$ cat src/rtl/rv32i_types.sv
package rv32i_types;

    // ~~~~~~~~~~~~~~~~~~~~~~~~~~~~~~~~~~~~~~~~~~~~~~~~~~~~~~~~~~~~~~~~~~~~~~~~~~
    // sizing
    // ~~~~~~~~~~~~~~~~~~~~~~~~~~~~~~~~~~~~~~~~~~~~~~~~~~~~~~~~~~~~~~~~~~~~~~~~~~
    localparam int ARCH_REGS     = 32;
    localparam int PHYS_REG_BITS = 6;   // default, overridden from the top
    localparam int ROB_TAG_BITS  = 6;

    // base opcodes
    localparam logic [6:0] op_b_reg   = 7'b0110011;
    localparam logic [6:0] op_b_imm   = 7'b0010011;
    localparam logic [6:0] op_b_lui   = 7'b0110111;
    localparam logic [6:0] op_b_auipc = 7'b0010111;
    localparam logic [6:0] op_b_jal   = 7'b1101111;
    localparam logic [6:0] op_b_jalr  = 7'b1100111;
    localparam logic [6:0] op_b_br    = 7'b1100011;
    localparam logic [6:0] op_b_load  = 7'b0000011;
    localparam logic [6:0] op_b_store = 7'b0100011;

    // M extension funct3
    localparam logic [2:0] mult_div_f3_mul    = 3'b000;
    localparam logic [2:0] mult_div_f3_mulh   = 3'b001;
    localparam logic [2:0] mult_div_f3_mulhsu = 3'b010;
    localparam logic [2:0] mult_div_f3_mulhu  = 3'b011;
    localparam logic [2:0] mult_div_f3_div    = 3'b100;
    localparam logic [2:0] mult_div_f3_divu   = 3'b101;
    localparam logic [2:0] mult_div_f3_rem    = 3'b110;
    localparam logic [2:0] mult_div_f3_remu   = 3'b111;

    localparam logic [6:0] funct7_muldiv = 7'b0000001;

    typedef enum logic [1:0] {
        rs_alu = 2'b00,
        rs_mul = 2'b01,
        rs_div = 2'b10
    } rs_class_t;

    // ~~~~~~~~~~~~~~~~~~~~~~~~~~~~~~~~~~~~~~~~~~~~~~~~~~~~~~~~~~~~~~~~~~~~~~~~~~
    // instruction word, two overlays of the same 32 bits
    // ~~~~~~~~~~~~~~~~~~~~~~~~~~~~~~~~~~~~~~~~~~~~~~~~~~~~~~~~~~~~~~~~~~~~~~~~~~
    typedef union packed {
        struct packed {
            logic [6:0] funct7;
            logic [4:0] rs2;
            logic [4:0] rs1;
            logic [2:0] funct3;
            logic [4:0] rd;
            logic [6:0] opcode;
        } r_view;
        struct packed {
            logic [19:0] upper;     // inst[31:12]
            logic [4:0]  rd;
            logic [6:0]  opcode;
        } u_view;
    } inst_u;

    typedef struct packed {
        logic [6:0]  opcode;
        logic [2:0]  funct3;
        logic [6:0]  funct7;
        logic [31:0] i_imm;
        logic [31:0] s_imm;
        logic [31:0] b_imm;
        logic [31:0] u_imm;
        logic [31:0] j_imm;
        logic [4:0]  rd_s;
        logic [4:0]  rs1_s;
        logic [4:0]  rs2_s;
        logic [31:0] inst;
    } decode_info_t;

    typedef struct packed {
        decode_info_t              decode_info;
        rs_class_t                 rs_class;
        logic [PHYS_REG_BITS-1:0]  pd;
        logic [PHYS_REG_BITS-1:0]  ps1;
        logic [PHYS_REG_BITS-1:0]  ps2;
        logic                      ps1_valid;
        logic                      ps2_valid;
        logic                      regf_we;
        logic [ROB_TAG_BITS-1:0]   rob_num;
    } dispatch_pkt_t;

endpackage : rv32i_types

$ cat src/rtl/inst_queue.sv
`timescale 1ns/1ps

module inst_queue #(
    parameter int DEPTH = 8
)
(
    input   logic                   clk,
    input   logic                   reset,

    // fetch side
    input   logic                   fetch_valid,
    input   rv32i_types::inst_u     fetch_inst,
    output  logic                   fetch_ready,

    // dispatch side
    output  rv32i_types::inst_u     head_inst,
    output  logic                   is_iqueue_empty,
    input   logic                   iq_dequeue
);

    import rv32i_types::*;

    localparam int PTR_BITS = (DEPTH > 1) ? $clog2(DEPTH) : 1;
    localparam int CNT_BITS = $clog2(DEPTH + 1);

    inst_u                 ring [DEPTH];
    logic [PTR_BITS-1:0]   rd_ptr, wr_ptr;
    logic [CNT_BITS-1:0]   count;
    logic                  push, pop;

    assign fetch_ready     = (count != CNT_BITS'(DEPTH));
    assign is_iqueue_empty = (count == '0);
    assign head_inst       = ring[rd_ptr];

    assign push = fetch_valid && fetch_ready;
    assign pop  = iq_dequeue && !is_iqueue_empty;   // ignore pops when empty

    always_ff @(posedge clk) begin
        if (push) begin
            ring[wr_ptr] <= fetch_inst;
        end
    end

    always_ff @(posedge clk) begin
        if (reset) begin
            rd_ptr <= '0;
            wr_ptr <= '0;
            count  <= '0;
        end else begin
            if (push) begin
                wr_ptr <= (wr_ptr == PTR_BITS'(DEPTH - 1)) ? '0 : wr_ptr + 1'b1;
            end
            if (pop) begin
                rd_ptr <= (rd_ptr == PTR_BITS'(DEPTH - 1)) ? '0 : rd_ptr + 1'b1;
            end
            if (push && !pop) begin
                count <= count + 1'b1;
            end else if (pop && !push) begin
                count <= count - 1'b1;
            end
        end
    end

endmodule : inst_queue

$ cat src/rtl/free_list.sv
`timescale 1ns/1ps

module free_list #(
    parameter int PHYS_REG_BITS = rv32i_types::PHYS_REG_BITS
)
(
    input   logic                       clk,
    input   logic                       reset,

    // rename side
    input   logic                       fl_dequeue,
    output  logic [PHYS_REG_BITS-1:0]   phys_reg,
    output  logic                       is_free_list_empty,

    // commit side
    input   logic                       release_valid,
    input   logic [PHYS_REG_BITS-1:0]   release_preg
);

    import rv32i_types::*;

    // only the registers above the architectural range circulate
    localparam int FL_DEPTH = (1 << PHYS_REG_BITS) - ARCH_REGS;
    localparam int PTR_BITS = (FL_DEPTH > 1) ? $clog2(FL_DEPTH) : 1;
    localparam int CNT_BITS = $clog2(FL_DEPTH + 1);

    logic [PHYS_REG_BITS-1:0]  ring [FL_DEPTH];
    logic [PTR_BITS-1:0]       head_ptr, tail_ptr;
    logic [CNT_BITS-1:0]       count;
    logic                      is_full;
    logic                      push, pop;

    assign is_free_list_empty = (count == '0);
    assign is_full            = (count == CNT_BITS'(FL_DEPTH));
    assign phys_reg           = ring[head_ptr];

    assign pop  = fl_dequeue && !is_free_list_empty;
    assign push = release_valid && (!is_full || pop);   // overflow guard

    always_ff @(posedge clk) begin
        if (reset) begin
            for (int i = 0; i < FL_DEPTH; i++) begin
                ring[i] <= PHYS_REG_BITS'(ARCH_REGS + i);   // 32 .. top
            end
            head_ptr <= '0;
            tail_ptr <= '0;                     // full ring, tail wraps onto head
            count    <= CNT_BITS'(FL_DEPTH);
        end else begin
            if (push) begin
                ring[tail_ptr] <= release_preg;
                tail_ptr <= (tail_ptr == PTR_BITS'(FL_DEPTH - 1)) ? '0 : tail_ptr + 1'b1;
            end
            if (pop) begin
                head_ptr <= (head_ptr == PTR_BITS'(FL_DEPTH - 1)) ? '0 : head_ptr + 1'b1;
            end
            if (push && !pop) begin
                count <= count + 1'b1;
            end else if (pop && !push) begin
                count <= count - 1'b1;
            end
        end
    end

endmodule : free_list

$ cat src/rtl/rat.sv
`timescale 1ns/1ps

module rat #(
    parameter int PHYS_REG_BITS = rv32i_types::PHYS_REG_BITS
)
(
    input   logic                       clk,
    input   logic                       reset,

    // source lookups
    input   logic [4:0]                 rs1,
    input   logic [4:0]                 rs2,
    output  logic [PHYS_REG_BITS-1:0]   ps1,
    output  logic [PHYS_REG_BITS-1:0]   ps2,
    output  logic                       ps1_valid,
    output  logic                       ps2_valid,

    // destination rename
    input   logic [4:0]                 rd,
    input   logic                       rat_we,
    input   logic [PHYS_REG_BITS-1:0]   pd,

    // completion broadcast
    input   logic                       cdb_valid,
    input   logic [PHYS_REG_BITS-1:0]   cdb_preg
);

    import rv32i_types::*;

    logic [PHYS_REG_BITS-1:0]  map_table [ARCH_REGS];
    logic [ARCH_REGS-1:0]      ready_bits;
    logic                      rs1_woken, rs2_woken;

    // a result on the bus this cycle counts as ready already
    assign rs1_woken = cdb_valid && (map_table[rs1] == cdb_preg);
    assign rs2_woken = cdb_valid && (map_table[rs2] == cdb_preg);

    assign ps1       = map_table[rs1];
    assign ps2       = map_table[rs2];
    assign ps1_valid = ready_bits[rs1] || rs1_woken;
    assign ps2_valid = ready_bits[rs2] || rs2_woken;

    always_ff @(posedge clk) begin
        if (reset) begin
            for (int i = 0; i < ARCH_REGS; i++) begin
                map_table[i] <= PHYS_REG_BITS'(i);  // identity mapping
            end
            ready_bits <= '1;
        end else begin
            // wakeup first, x0 never changes
            for (int i = 1; i < ARCH_REGS; i++) begin
                if (cdb_valid && (map_table[i] == cdb_preg)) begin
                    ready_bits[i] <= 1'b1;
                end
            end
            // a rename overrides a wakeup of the same entry
            if (rat_we && (rd != 5'd0)) begin
                map_table[rd]  <= pd;
                ready_bits[rd] <= 1'b0;
            end
        end
    end

endmodule : rat

$ cat src/rtl/rename_dispatch.sv
`timescale 1ns/1ps

module rename_dispatch #(
    parameter int PHYS_REG_BITS = rv32i_types::PHYS_REG_BITS
)
(
    input   logic                               clk,
    input   logic                               reset,

    // instruction queue
    input   rv32i_types::inst_u                 head_inst,
    input   logic                               is_iqueue_empty,
    output  logic                               iq_dequeue,

    // free list
    input   logic [PHYS_REG_BITS-1:0]           phys_reg,
    input   logic                               is_free_list_empty,
    output  logic                               fl_dequeue,

    // RAT
    output  logic [4:0]                         rd,
    output  logic [4:0]                         rs1,
    output  logic [4:0]                         rs2,
    output  logic [PHYS_REG_BITS-1:0]           pd,
    output  logic                               rat_we,
    input   logic [PHYS_REG_BITS-1:0]           ps1,
    input   logic [PHYS_REG_BITS-1:0]           ps2,
    input   logic                               ps1_valid,
    input   logic                               ps2_valid,

    // back-end state
    input   logic                               rob_full,
    input   logic                               rs_full_add,
    input   logic                               rs_full_mul,
    input   logic                               rs_full_div,
    input   logic [rv32i_types::ROB_TAG_BITS-1:0] rob_num,

    output  logic                               dispatch_valid,
    output  rv32i_types::dispatch_pkt_t         dispatch_pkt
);

    import rv32i_types::*;

    decode_info_t   dec;
    rs_class_t      rs_class;
    logic           rd_is_x0;
    logic           fire;
    dispatch_pkt_t  next_pkt;

    // ~~~~~~~~~~~~~~~~~~~~~~~~~~~~~~~~~~~~~~~~~~~~~~~~~~~~~~~~~~~~~~~~~~~~~~~~~~
    // field and immediate decode
    // ~~~~~~~~~~~~~~~~~~~~~~~~~~~~~~~~~~~~~~~~~~~~~~~~~~~~~~~~~~~~~~~~~~~~~~~~~~
    always_comb begin
        dec.opcode = head_inst.r_view.opcode;
        dec.funct3 = head_inst.r_view.funct3;
        dec.funct7 = head_inst.r_view.funct7;
        dec.i_imm  = {{21{head_inst.r_view.funct7[6]}}, head_inst.r_view.funct7[5:0],
                      head_inst.r_view.rs2};
        dec.s_imm  = {{21{head_inst.r_view.funct7[6]}}, head_inst.r_view.funct7[5:0],
                      head_inst.r_view.rd};
        dec.b_imm  = {{20{head_inst.r_view.funct7[6]}}, head_inst.r_view.rd[0],
                      head_inst.r_view.funct7[5:0], head_inst.r_view.rd[4:1], 1'b0};
        dec.u_imm  = {head_inst.u_view.upper, 12'h000};
        dec.j_imm  = {{12{head_inst.u_view.upper[19]}}, head_inst.u_view.upper[7:0],
                      head_inst.u_view.upper[8], head_inst.u_view.upper[18:9], 1'b0};
        dec.rd_s   = head_inst.r_view.rd;
        dec.rs1_s  = head_inst.r_view.rs1;
        dec.rs2_s  = head_inst.r_view.rs2;
        dec.inst   = head_inst;
    end

    // station select, only R-type with the M funct7 leaves the ALU
    always_comb begin
        rs_class = rs_alu;
        if (dec.opcode == op_b_reg && dec.funct7 == funct7_muldiv) begin
            case (dec.funct3)
                mult_div_f3_mul, mult_div_f3_mulh,
                mult_div_f3_mulhsu, mult_div_f3_mulhu: rs_class = rs_mul;
                mult_div_f3_div, mult_div_f3_divu,
                mult_div_f3_rem, mult_div_f3_remu:     rs_class = rs_div;
                default:                               rs_class = rs_alu;
            endcase
        end
    end

    // ~~~~~~~~~~~~~~~~~~~~~~~~~~~~~~~~~~~~~~~~~~~~~~~~~~~~~~~~~~~~~~~~~~~~~~~~~~
    // stall decision and rename request
    // ~~~~~~~~~~~~~~~~~~~~~~~~~~~~~~~~~~~~~~~~~~~~~~~~~~~~~~~~~~~~~~~~~~~~~~~~~~
    assign rd_is_x0 = (dec.rd_s == 5'd0);

    // any full station stalls, whichever one the head targets
    assign fire = !is_iqueue_empty && (!is_free_list_empty || rd_is_x0) && !rob_full
                  && !rs_full_add && !rs_full_mul && !rs_full_div;

    assign iq_dequeue = fire;
    assign fl_dequeue = fire && !rd_is_x0;  // x0 takes no register
    assign rat_we     = fire && !rd_is_x0;
    assign rd         = dec.rd_s;
    assign rs1        = dec.rs1_s;
    assign rs2        = dec.rs2_s;
    assign pd         = phys_reg;

    always_comb begin
        next_pkt.decode_info = dec;
        next_pkt.rs_class    = rs_class;
        next_pkt.pd          = rd_is_x0 ? '0 : pd;
        next_pkt.ps1         = ps1;
        next_pkt.ps2         = ps2;
        next_pkt.ps1_valid   = ps1_valid;
        next_pkt.ps2_valid   = ps2_valid;
        next_pkt.regf_we     = !rd_is_x0;
        next_pkt.rob_num     = rob_num;
    end

    // output stage
    always_ff @(posedge clk) begin
        if (reset) begin
            dispatch_valid <= 1'b0;
        end else begin
            dispatch_valid <= fire;
        end
    end

    always_ff @(posedge clk) begin
        if (fire) begin
            dispatch_pkt <= next_pkt;
        end
    end

endmodule : rename_dispatch

$ cat src/rtl/rename_top.sv
`timescale 1ns/1ps

module rename_top #(
    parameter int PHYS_REG_BITS = rv32i_types::PHYS_REG_BITS
)
(
    input   logic                                   clk,
    input   logic                                   reset,

    // fetch handshake
    input   logic                                   fetch_valid,
    input   rv32i_types::inst_u                     fetch_inst,
    output  logic                                   fetch_ready,

    // back-end flags
    input   logic                                   rob_full,
    input   logic                                   rs_full_add,
    input   logic                                   rs_full_mul,
    input   logic                                   rs_full_div,
    input   logic [rv32i_types::ROB_TAG_BITS-1:0]   rob_num,

    // completion and commit
    input   logic                                   cdb_valid,
    input   logic [PHYS_REG_BITS-1:0]               cdb_preg,
    input   logic                                   release_valid,
    input   logic [PHYS_REG_BITS-1:0]               release_preg,

    output  logic                                   dispatch_valid,
    output  rv32i_types::dispatch_pkt_t             dispatch_pkt
);

    import rv32i_types::*;

    inst_u                      head_inst;
    logic                       is_iqueue_empty, iq_dequeue;
    logic [PHYS_REG_BITS-1:0]   phys_reg;
    logic                       is_free_list_empty, fl_dequeue;
    logic [4:0]                 rd, rs1, rs2;
    logic [PHYS_REG_BITS-1:0]   pd, ps1, ps2;
    logic                       ps1_valid, ps2_valid, rat_we;

    inst_queue iq0 (
        .clk, .reset,
        .fetch_valid, .fetch_inst, .fetch_ready,
        .head_inst, .is_iqueue_empty, .iq_dequeue
    );

    free_list #(.PHYS_REG_BITS(PHYS_REG_BITS)) fl0 (
        .clk, .reset,
        .fl_dequeue, .phys_reg, .is_free_list_empty,
        .release_valid, .release_preg
    );

    rat #(.PHYS_REG_BITS(PHYS_REG_BITS)) rat0 (
        .clk, .reset,
        .rs1, .rs2, .ps1, .ps2, .ps1_valid, .ps2_valid,
        .rd, .rat_we, .pd,
        .cdb_valid, .cdb_preg
    );

    rename_dispatch #(.PHYS_REG_BITS(PHYS_REG_BITS)) rd0 (
        .clk, .reset,
        .head_inst, .is_iqueue_empty, .iq_dequeue,
        .phys_reg, .is_free_list_empty, .fl_dequeue,
        .rd, .rs1, .rs2, .pd, .rat_we,
        .ps1, .ps2, .ps1_valid, .ps2_valid,
        .rob_full, .rs_full_add, .rs_full_mul, .rs_full_div, .rob_num,
        .dispatch_valid, .dispatch_pkt
    );

endmodule : rename_top

$ cat config.mk
export PLATFORM = sky130hd
export DESIGN_NAME = rename_top
export DESIGN_NICKNAME = d
export VERILOG_FILES = /design/src/rtl/rv32i_types.sv /design/src/rtl/inst_queue.sv /design/src/rtl/free_list.sv /design/src/rtl/rat.sv /design/src/rtl/rename_dispatch.sv /design/src/rtl/rename_top.sv
export SDC_FILE = /design/constraint.sdc
export NUM_CORES = 1
export LEC_CHECK = 0
export ABC_AREA = 0
export BUFFER_PORTS_ARGS = -buffer_cell sky130_fd_sc_hd__buf_2
export CAP_MARGIN = 20
export CORE_ASPECT_RATIO = 1.75
export CORE_MARGIN = 5
export CORE_UTILIZATION = 50
export CTS_CLUSTER_SIZE = 25
export DETAILED_ROUTE_END_ITERATION = 16
export PLACE_DENSITY = 0.69
export SYNTH_ARGS = -nofsm -noshare
export SYNTH_HDL_FRONTEND = slang
export SYNTH_SLANG_ARGS = --single-unit
$ cat constraint.sdc
create_clock -name clk -period 16.95 [get_ports clk]
set_clock_uncertainty 0.15 [all_clocks]
set_input_delay 3.39 -clock clk [delete_from_list [all_inputs] [get_ports clk]]
set_output_delay 3.39 -clock clk [all_outputs]
set_load 0.01 [all_outputs]
==> PnR_summary.wiki, run 1 <==
{| class="wikitable"
! Metric !! Value
|-
| Global route total overflow || 0
|-
| Height of the die || 376.3 um
|-
| Die width || 219.3 um
|-
| # resized after CTS || 0
|-
| Number of clock sinks || 768
|-
| Sequential cell area || 0.02240 sq mm
|-
| Multi-input gate area in the final layout || 0.01367 sq mm
|-
| Final Cycle Share || 0.3858
|-
| Number of routed nets with antenna violations || 0
|-
| TNS Setup || 0 ns
|-
| Power density normalized to cell area || 115.3 mW/mm^2
|-
| Design Power || 4.815 mW
|-
| Largest net degree at the start of global routing || 105
|-
| Hold Path Origin || rat0.ready_bits[0]$_SDFFE_PP1P_
|-
| CTS H-tree lvls || 3
|-
| First-pass GRT wire length || 161800 um
|-
| Worst hold slack || 0.3525 ns
|-
| Static leakage || 13.90 nW
|-
| Crit path max-delay cell type || sky130_fd_sc_hd__or3b_2
|-
| Worst path setup slack after routing || 10.41 ns
|-
| Register share of total power || 0.458
|-
| Clock buffer count from CTS || 72
|-
| Root Driver || sky130_fd_sc_hd__clkbuf_16
|-
| Count of distinct cell types in the synthesized netlist || 84
|-
| Critical path class || primary input to flop
|-
| Minimum setup slack after placement || 9.781 ns
|-
| Per-cell routed wire length || 27.88 um
|-
| Floorplan Core Area || 0.07612 sq mm
|-
| Number of max-cap violations || 0
|-
| Avg Inst Size Synth || 13.48 sq um
|-
| Unrepaired setup endpoints after global routing || no
|-
| Buffers and inverters on the worst path || 2
|-
| Most used flip-flop cell after synthesis || sky130_fd_sc_hd__edfxtp_1
|-
| Die outline area || 0.08254 sq mm
|-
| Cell-by-cell trace of the critical path || buf_2, nor4_1, nand2_1, nor2_1, nand2b_1, ha_1, inv_1, ha_1, a21o_1, a21oi_1, o21bai_1, a21oi_1, xnor2_1, o21ai_0, or3b_2
|-
| Clock slew at the register clock pins of the worst setup and hold paths || 0.06 ns
|-
| Count of buffers from port buffering || 299
|-
| DRC violation total after the first TritonRoute iteration || 2133
|-
| Final HPWL DP || 73370 um
|-
| Area delta synth->final || 8.896%
|-
| Critical path endpoint category || flop
|-
| Number of post-CTS setup repair buffers || 0
|-
| # hold bufs at CTS || 0
|-
| Fraction of power spent switching nets || 0.2972
|-
| Total Wirelength || 111300 um
|-
| Maximum buffer depth of the clock tree || 3
|-
| Share of synthesized area occupied by flip-flops and latches || 0.5840
|-
| #FFs+latches synth || 768
|-
| Final weighted congestion in routability-driven placement || 1.016
|-
| Detailed Routing Iterations Pass 1 || 8
|-
| Ratio of cells with drive above 1 in the final layout || 0.2417
|-
| Worst VDD drop || 99.09 uV
|-
| Count of filler cells inserted in the layout || 6241
|-
| Clock power share || 0.340
|-
| EDFF count, synth || 701
|-
| Mapped cell area || 0.03834 sq mm
|-
| All-layer global routing usage || 0.2673
|-
| Worst-case headroom to the max-slew limit || 0.1878
|-
| Worst path max stage delay || 0.45 ns
|-
| DR vias/cell || 6.132
|-
| Net switching component of the power || 1.431 mW
|-
| Via count of the routed design || 24470
|-
| Arrival @ worst endpoint || 6.93 ns
|-
| Final Net Count || 2994
|-
| Highest Clock Rate || 152.9 MHz
|-
| Top delay family on crit path || simple AND/OR/NAND/NOR gates
|-
| Count of warnings emitted by yosys || 0
|-
| Antenna violations before repair || 4
|-
| Clock period minus worst slack || 6.539 ns
|-
| Total I/O pin count || 314
|-
| Worst slew pin tran || 1.218 ns
|-
| Later-pin clock latency in the skew report || 0.66 ns
|-
| Slew Limit Fails || 0
|-
| Beginning of the critical path || rob_full
|-
| Status || completed
|-
| Final-report hold violation count || 0
|-
| Final setup violation count || 0
|-
| FP Rows || 134
|-
| Number of antenna diodes || 0
|-
| Post-Synthesis Cells || 2844
|-
| Share of power burned in combinational logic || 0.201
|-
| Maximum fanout along the worst path || 13
|-
| Vias in the first global route || 25270
|-
| Share of synthesized registers carrying an async set or reset || 0
|-
| Data required time at the worst endpoint || 17.34 ns
|-
| Classification of the worst-slack hold path || flop to flop
|-
| Internal portion of total power || 3.384 mW
|-
| Count of unresolved DRC violations after routing || 0
|-
| Type of origin of the critical path || primary input
|-
| Effective utilization at floorplan || 0.5037
|-
| TritonCTS clock tree || yes
|}
[routing by layer]
metal	global-route usage	wire length, um	vias up	share of wire
met5	0	21	-	0.00019
met4	0.2018	10090	4	0.091
met3	0.04814	8208	410	0.074
met2	0.4636	56640	1249	0.51
met1	0.2872	36330	12290	0.33
li1	-	-	10520	-
[final timing paths]
kind | endpoint | slack (ns) | cells past startpoint
min reg2reg | rat0.ready_bits[0]$_SDFFE_PP1P_ | 0.35 | 1
max reg2reg | rd0.dispatch_pkt[7]$_DFFE_PN_ | 10.77 | 11
min | rat0.ready_bits[0]$_SDFFE_PP1P_ | 0.35 | 1
max | fl0.count[5]$_SDFFE_PP1P_ | 10.41 | 15
[layout make-up]
| class | count | area share |
|---|---|---|
| clock inverter | 46 | 0.01181 |
| multi-input combinational | 1689 | 0.3274 |
| sequential | 768 | 0.5366 |
| inverter | 29 | 0.002607 |
| tap | 1020 | 0.03057 |
| timing repair buffer | 354 | 0.04603 |
| clock buffer | 85 | 0.04504 |
[cell usage in the layout, fill, tap and decap left out, types with 26 or more instances in the layout]
cell type                   Yosys  layout
sky130_fd_sc_hd__xor2_1       101     101
sky130_fd_sc_hd__or3_1         56      56
sky130_fd_sc_hd__xnor2_1      103     103
sky130_fd_sc_hd__and2_1        42      42
sky130_fd_sc_hd__nand4_1       36      36
sky130_fd_sc_hd__nand2_1      235     235
sky130_fd_sc_hd__nand2b_1      51      51
sky130_fd_sc_hd__clkbuf_16      0      72
sky130_fd_sc_hd__nor4_1        39      38
sky130_fd_sc_hd__nand3_1       40      40
sky130_fd_sc_hd__buf_2         28     299
sky130_fd_sc_hd__a21oi_1       31      30
sky130_fd_sc_hd__nor2_1       237     234
sky130_fd_sc_hd__buf_4        202      54
sky130_fd_sc_hd__mux2i_1      168     161
sky130_fd_sc_hd__nor3_1        95      91
sky130_fd_sc_hd__or2_2         33      33
sky130_fd_sc_hd__dfxtp_1       67      62
sky130_fd_sc_hd__mux4_2       142     142
sky130_fd_sc_hd__edfxtp_1     701     701
sky130_fd_sc_hd__mux2_2        26      26
[flip-flops by register name, indices dropped and copies added (netlist names), named ones only]
| name | count |
|---|---|
| fl0.count | 6 |
| fl0.head_ptr | 5 |
| fl0.ring | 192 |
| fl0.tail_ptr | 5 |
| iq0.count | 4 |
| iq0.rd_ptr | 3 |
| iq0.ring | 256 |
| iq0.wr_ptr | 3 |
| rat0.map_table | 192 |
| rat0.ready_bits | 32 |
| rd0.dispatch_pkt | 61 |
| rd0.dispatch_valid | 1 |
[Yosys cell counts, types with 40 or more instances]
master / count / share of area
sky130_fd_sc_hd__edfxtp_1: 701 / 0.55
sky130_fd_sc_hd__nor2_1: 237 / 0.023
sky130_fd_sc_hd__nand2_1: 235 / 0.023
sky130_fd_sc_hd__buf_4: 202 / 0.040
sky130_fd_sc_hd__mux2i_1: 168 / 0.044
sky130_fd_sc_hd__mux4_2: 142 / 0.083
sky130_fd_sc_hd__clkbuf_1: 116 / 0.011
sky130_fd_sc_hd__xnor2_1: 103 / 0.024
sky130_fd_sc_hd__xor2_1: 101 / 0.023
sky130_fd_sc_hd__nor3_1: 95 / 0.012
sky130_fd_sc_hd__dfxtp_1: 67 / 0.035
sky130_fd_sc_hd__or3_1: 56 / 0.0091
sky130_fd_sc_hd__nand2b_1: 51 / 0.0083
sky130_fd_sc_hd__and2_1: 42 / 0.0069
sky130_fd_sc_hd__nand3_1: 40 / 0.0052
[kinds of logic (layout without fill, tap and decap cells)]
family	Yosys count	in the layout	synth area share
AO/OA/AOI/OAI	175	175	0.03476
XOR/XNOR	204	204	0.04660
adder cells (fa/ha/maj)	21	21	0.007245
buffers and inverters	406	514	0.06543
flip-flops	768	768	0.5840
multiplexers	351	351	0.1446
other	1	20	0.00009781
AND/OR/NAND/NOR	918	918	0.1173
[power groups by stage]
stage	combinational [mW]	clock [mW]	sequential, mW
2_1_floorplan	0.648	0	2.23
3_3_place_gp	0.933	0	2.24
3_5_place_dp	0.948	0	2.25
4_1_cts	0.951	1.67	2.21
5_1_grt	1.02	1.74	2.21
6_report	0.969	1.64	2.21
[stage by stage]
step	instances	utilization	instance area [sq um]
after floorplan	2863	-	38410
after global placement	3859	0.5172	39370
after detailed placement	3860	0.5173	39380
after CTS	3991	0.5485	41750
after global routing	3991	0.5485	41750
final	3991	0.5485	41750
(Power assumes the default switching activity.)
==> run 2, diff against run 1 <==
==> constraint.sdc (replaced) <==
create_clock -name clk -period 6.2 [get_ports clk]
set_clock_uncertainty 0.15 [all_clocks]
set_input_delay 1.24 -clock clk [delete_from_list [all_inputs] [get_ports clk]]
set_output_delay 1.24 -clock clk [all_outputs]
set_load 0.01 [all_outputs]
==> run 2 against run 1 <==
Combinational power grew to 2.7 times the previous value. Clock-buffer cell count grew 1. Cell area grew 0.57%. Critical path type is now flop to flop. Global-route usage shrank 0.92 points. Routed wire length shrank 2.5%. Final cell count grew 0.65%. Highest routed layer unchanged. Largest cell class unchanged. First-iteration DRC count grew 7.0%. Critical path depth grew 2. Worst hold slack gained 0.0098 ns.
==> PnR_summary.wiki, run 2 (synthesized netlist as in run 1, its figures left out) <==
{| class="wikitable"
! Metric !! Value
|-
| Biggest register || iq0.ring
|-
| Crit path max-delay cell type || sky130_fd_sc_hd__dfxtp_4
|-
| All-layer global routing usage || 0.2581 (-0.009175)
|-
| Worst slew pin tran || 1.167 ns (-0.05160 ns)
|-
| Final Cycle Share || 0.8201
|-
| First-pass GRT wire length || 157700 um (-2.5%)
|-
| Largest register FFs || 256 (unchanged)
|-
| Highest Clock Rate || 196.7 MHz
|-
| DRC violation total after the first TritonRoute iteration || 2283 (+7.0%)
|-
| Arrival @ worst endpoint || 5.45 ns (-1.48 ns)
|-
| Per-cell routed wire length || 27.02 um (-3.1%)
|-
| FF-to-FF setup slack || 1.12 ns (-9.65 ns)
|-
| Cell-by-cell trace of the critical path || mux4_1, nor3_1, a21oi_2, nor3_4, o211ai_2, nand2_2, inv_1, ha_1, inv_1, ha_1, a21o_1, a21oi_1, o21bai_1, a21oi_1, xnor2_1, o21ai_0, or3b_2
|-
| Leading cell type in the layout, fill and taps excluded || sky130_fd_sc_hd__edfxtp_1
|-
| Commonest cells after routing, fill and taps aside || 701 x sky130_fd_sc_hd__edfxtp_1, 298 x sky130_fd_sc_hd__buf_2, 235 x sky130_fd_sc_hd__nand2_1
|-
| CTS H-tree lvls || 3 (unchanged)
|-
| Via count of the routed design || 24490 (+0.074%)
|-
| TNS Setup || 0 ns (unchanged)
|-
| Global route total overflow || 0 (unchanged)
|-
| Cell count after placement || 3881 (+0.54%)
|-
| Final std cell area, no fill || 0.04199 sq mm (+0.57%)
|-
| Unrepaired setup endpoints after global routing || no
|-
| Maximum fanout along the worst path || 35 (+22)
|-
| Slew Limit Fails || 0 (unchanged)
|-
| Floorplan Core Area || 0.07612 sq mm (unchanged)
|-
| Final setup violation count || 0 (unchanged)
|-
| Critical path class || flop to flop
|-
| Worst hold slack || 0.3623 ns (+0.009811 ns)
|-
| # hold bufs at CTS || 0 (unchanged)
|-
| Final HPWL DP || 74110 um (+1.0%)
|-
| Largest registers || iq0.ring (256), fl0.ring (192), rat0.map_table (192)
|-
| Final Net Count || 3016 (+0.73%)
|-
| Count of unresolved DRC violations after routing || 0 (unchanged)
|-
| Largest net degree at the start of global routing || 78 (-26%)
|-
| Count of buffers from port buffering || 299 (unchanged)
|-
| Design Power || 13.18 mW (+170%)
|-
| Power density normalized to cell area || 314.0 mW/mm^2 (+170%)
|-
| Height of the die || 376.3 um (unchanged)
|-
| Effective utilization at floorplan || 0.5037 (unchanged)
|-
| Data required time at the worst endpoint || 6.57 ns (-10.77 ns)
|-
| Total Wirelength || 108600 um (-2.5%)
|-
| Antenna violations before repair || 8 (+4)
|-
| Final weighted congestion in routability-driven placement || 1.014 (-0.14%)
|-
| Final-report hold violation count || 0 (unchanged)
|-
| Number of max-cap violations || 0 (unchanged)
|-
| TritonCTS clock tree || yes
|-
| Count of filler cells inserted in the layout || 6186 (-0.88%)
|-
| # resized after CTS || 0 (unchanged)
|-
| Total I/O pin count || 314 (unchanged)
|-
| Area delta synth->final || 9.513%
|-
| Reg2reg end || fl0.count[5]$_SDFFE_PP1P_
|-
| Number of routed nets with antenna violations || 0 (unchanged)
|-
| Worst VDD drop || 239.5 uV (+140%)
|-
| Clock slew at the register clock pins of the worst setup and hold paths || 0.07 ns (about the same)
|-
| Number of cell instances on the worst register-to-register path || 17 (+6)
|-
| Clock period minus worst slack || 5.084 ns
|-
| Critical path endpoint category || flop
|-
| Type of origin of the critical path || flop
|-
| DR vias/cell || 6.097 (-0.57%)
|-
| Later-pin clock latency in the skew report || 0.63 ns (-0.03 ns)
|-
| Root Driver || sky130_fd_sc_hd__clkbuf_16
|-
| Last element of the critical path || fl0.count[5]$_SDFFE_PP1P_
|-
| Detailed Routing Iterations Pass 1 || 12 (+4)
|-
| Status || completed
|-
| Clock buffer count from CTS || 71 (-1.4%)
|-
| Die width || 219.3 um (unchanged)
|-
| Ratio of cells with drive above 1 in the final layout || 0.2498 (+0.008164)
|-
| FP Rows || 134 (unchanged)
|-
| Number of clock sinks || 768 (unchanged)
|-
| Classification of the worst-slack hold path || flop to flop
|-
| Worst-case headroom to the max-slew limit || 0.2157 (+0.02793)
|-
| Worst path max stage delay || 0.76 ns (+0.31 ns)
|-
| Static leakage || 14.02 nW (+0.87%)
|-
| Non-Filler Instances || 4017 (+0.65%)
|-
| Vias in the first global route || 24800 (-1.9%)
|-
| Post-DP Area || 0.03957 sq mm (+0.49%)
|-
| Die outline area || 0.08254 sq mm (unchanged)
|-
| Number of post-CTS setup repair buffers || 0 (unchanged)
|-
| Maximum buffer depth of the clock tree || 3 (unchanged)
|}
run 2: cell count changes in the layout (fill, tap and decap cells not counted), moves of 2 or more:
cell | before | now
sky130_fd_sc_hd__buf_12 | 1 | 3
sky130_fd_sc_hd__buf_4 | 54 | 74
sky130_fd_sc_hd__bufinv_16 | 6 | 8
sky130_fd_sc_hd__clkbuf_1 | 10 | 12
sky130_fd_sc_hd__clkinv_1 | 13 | 5
sky130_fd_sc_hd__clkinv_4 | 3 | 6
sky130_fd_sc_hd__clkinvlp_4 | 3 | 8
sky130_fd_sc_hd__diode_2 | 0 | 3
run 2: area by class of cell:
class	instances	area [sq um]	area share
flip-flops and latches	768	22400	0.5336
multi-input cells	1689	13670	0.3257
repair buffers	377	2126	0.05063
clock buffers	86	1874	0.04464
well taps	1020	1276	0.03040
clock inverters	45	518.0	0.01234
inverters	29	108.9	0.002593
diodes	3	7.507	0.0001788
run 2: stage by stage:
stage                     utilization  setup slack, ns
final                          0.5516            1.116
after global routing           0.5516           0.7452
after CTS                      0.5513            1.118
after detailed placement       0.5198            1.124
after global placement         0.5198            1.192
after floorplan                     -           0.5259
run 2: layer usage:
layer	track usage	vias up	part of all wire
met3	0.04083	460	0.074
met5	0	-	0.00049
met1	0.2739	12130	0.32
met2	0.4614	1319	0.52
li1	-	10570	-
met4	0.1827	8	0.089
run 2: worst min path at each step:
stage / start / end / slack (ns) / cells past startpoint
finish: iq0.count[3]$_SDFFE_PP0P_ / iq0.count[3]$_SDFFE_PP0P_ / 0.36 / 2
global route: iq0.count[3]$_SDFFE_PP0P_ / iq0.count[3]$_SDFFE_PP0P_ / 0.38 / 2
CTS: iq0.count[3]$_SDFFE_PP0P_ / iq0.count[3]$_SDFFE_PP0P_ / 0.35 / 2
detailed placement: iq0.count[3]$_SDFFE_PP0P_ / iq0.count[3]$_SDFFE_PP0P_ / 0.34 / 2
global placement: iq0.count[3]$_SDFFE_PP0P_ / iq0.count[3]$_SDFFE_PP0P_ / 0.33 / 2
floorplan: rat0.ready_bits[0]$_SDFFE_PP1P_ / rat0.ready_bits[0]$_SDFFE_PP1P_ / 0.29 / 1
run 2: worst max-delay path: cells and delay by family (launching register included):
family	cells	cell delay, ns
muxes	1	0.65
DFF	1	0.76
AOI/OAI and AO/OA	7	1.19
buffers and inverters	2	0.27
adders and majority gates	2	0.54
xor gates and xnor gates	1	0.10
and+or+nand+nor	4	1.30
run 2: power breakdown:
group / internal, mW / leakage [nW] / switching (mW)
sequential: 5.89 / 6.70 / 0.144
combinational: 0.926 / 6.17 / 1.71
clock: 2.53 / 1.15 / 1.98
total: 9.35 / 14.0 / 3.83
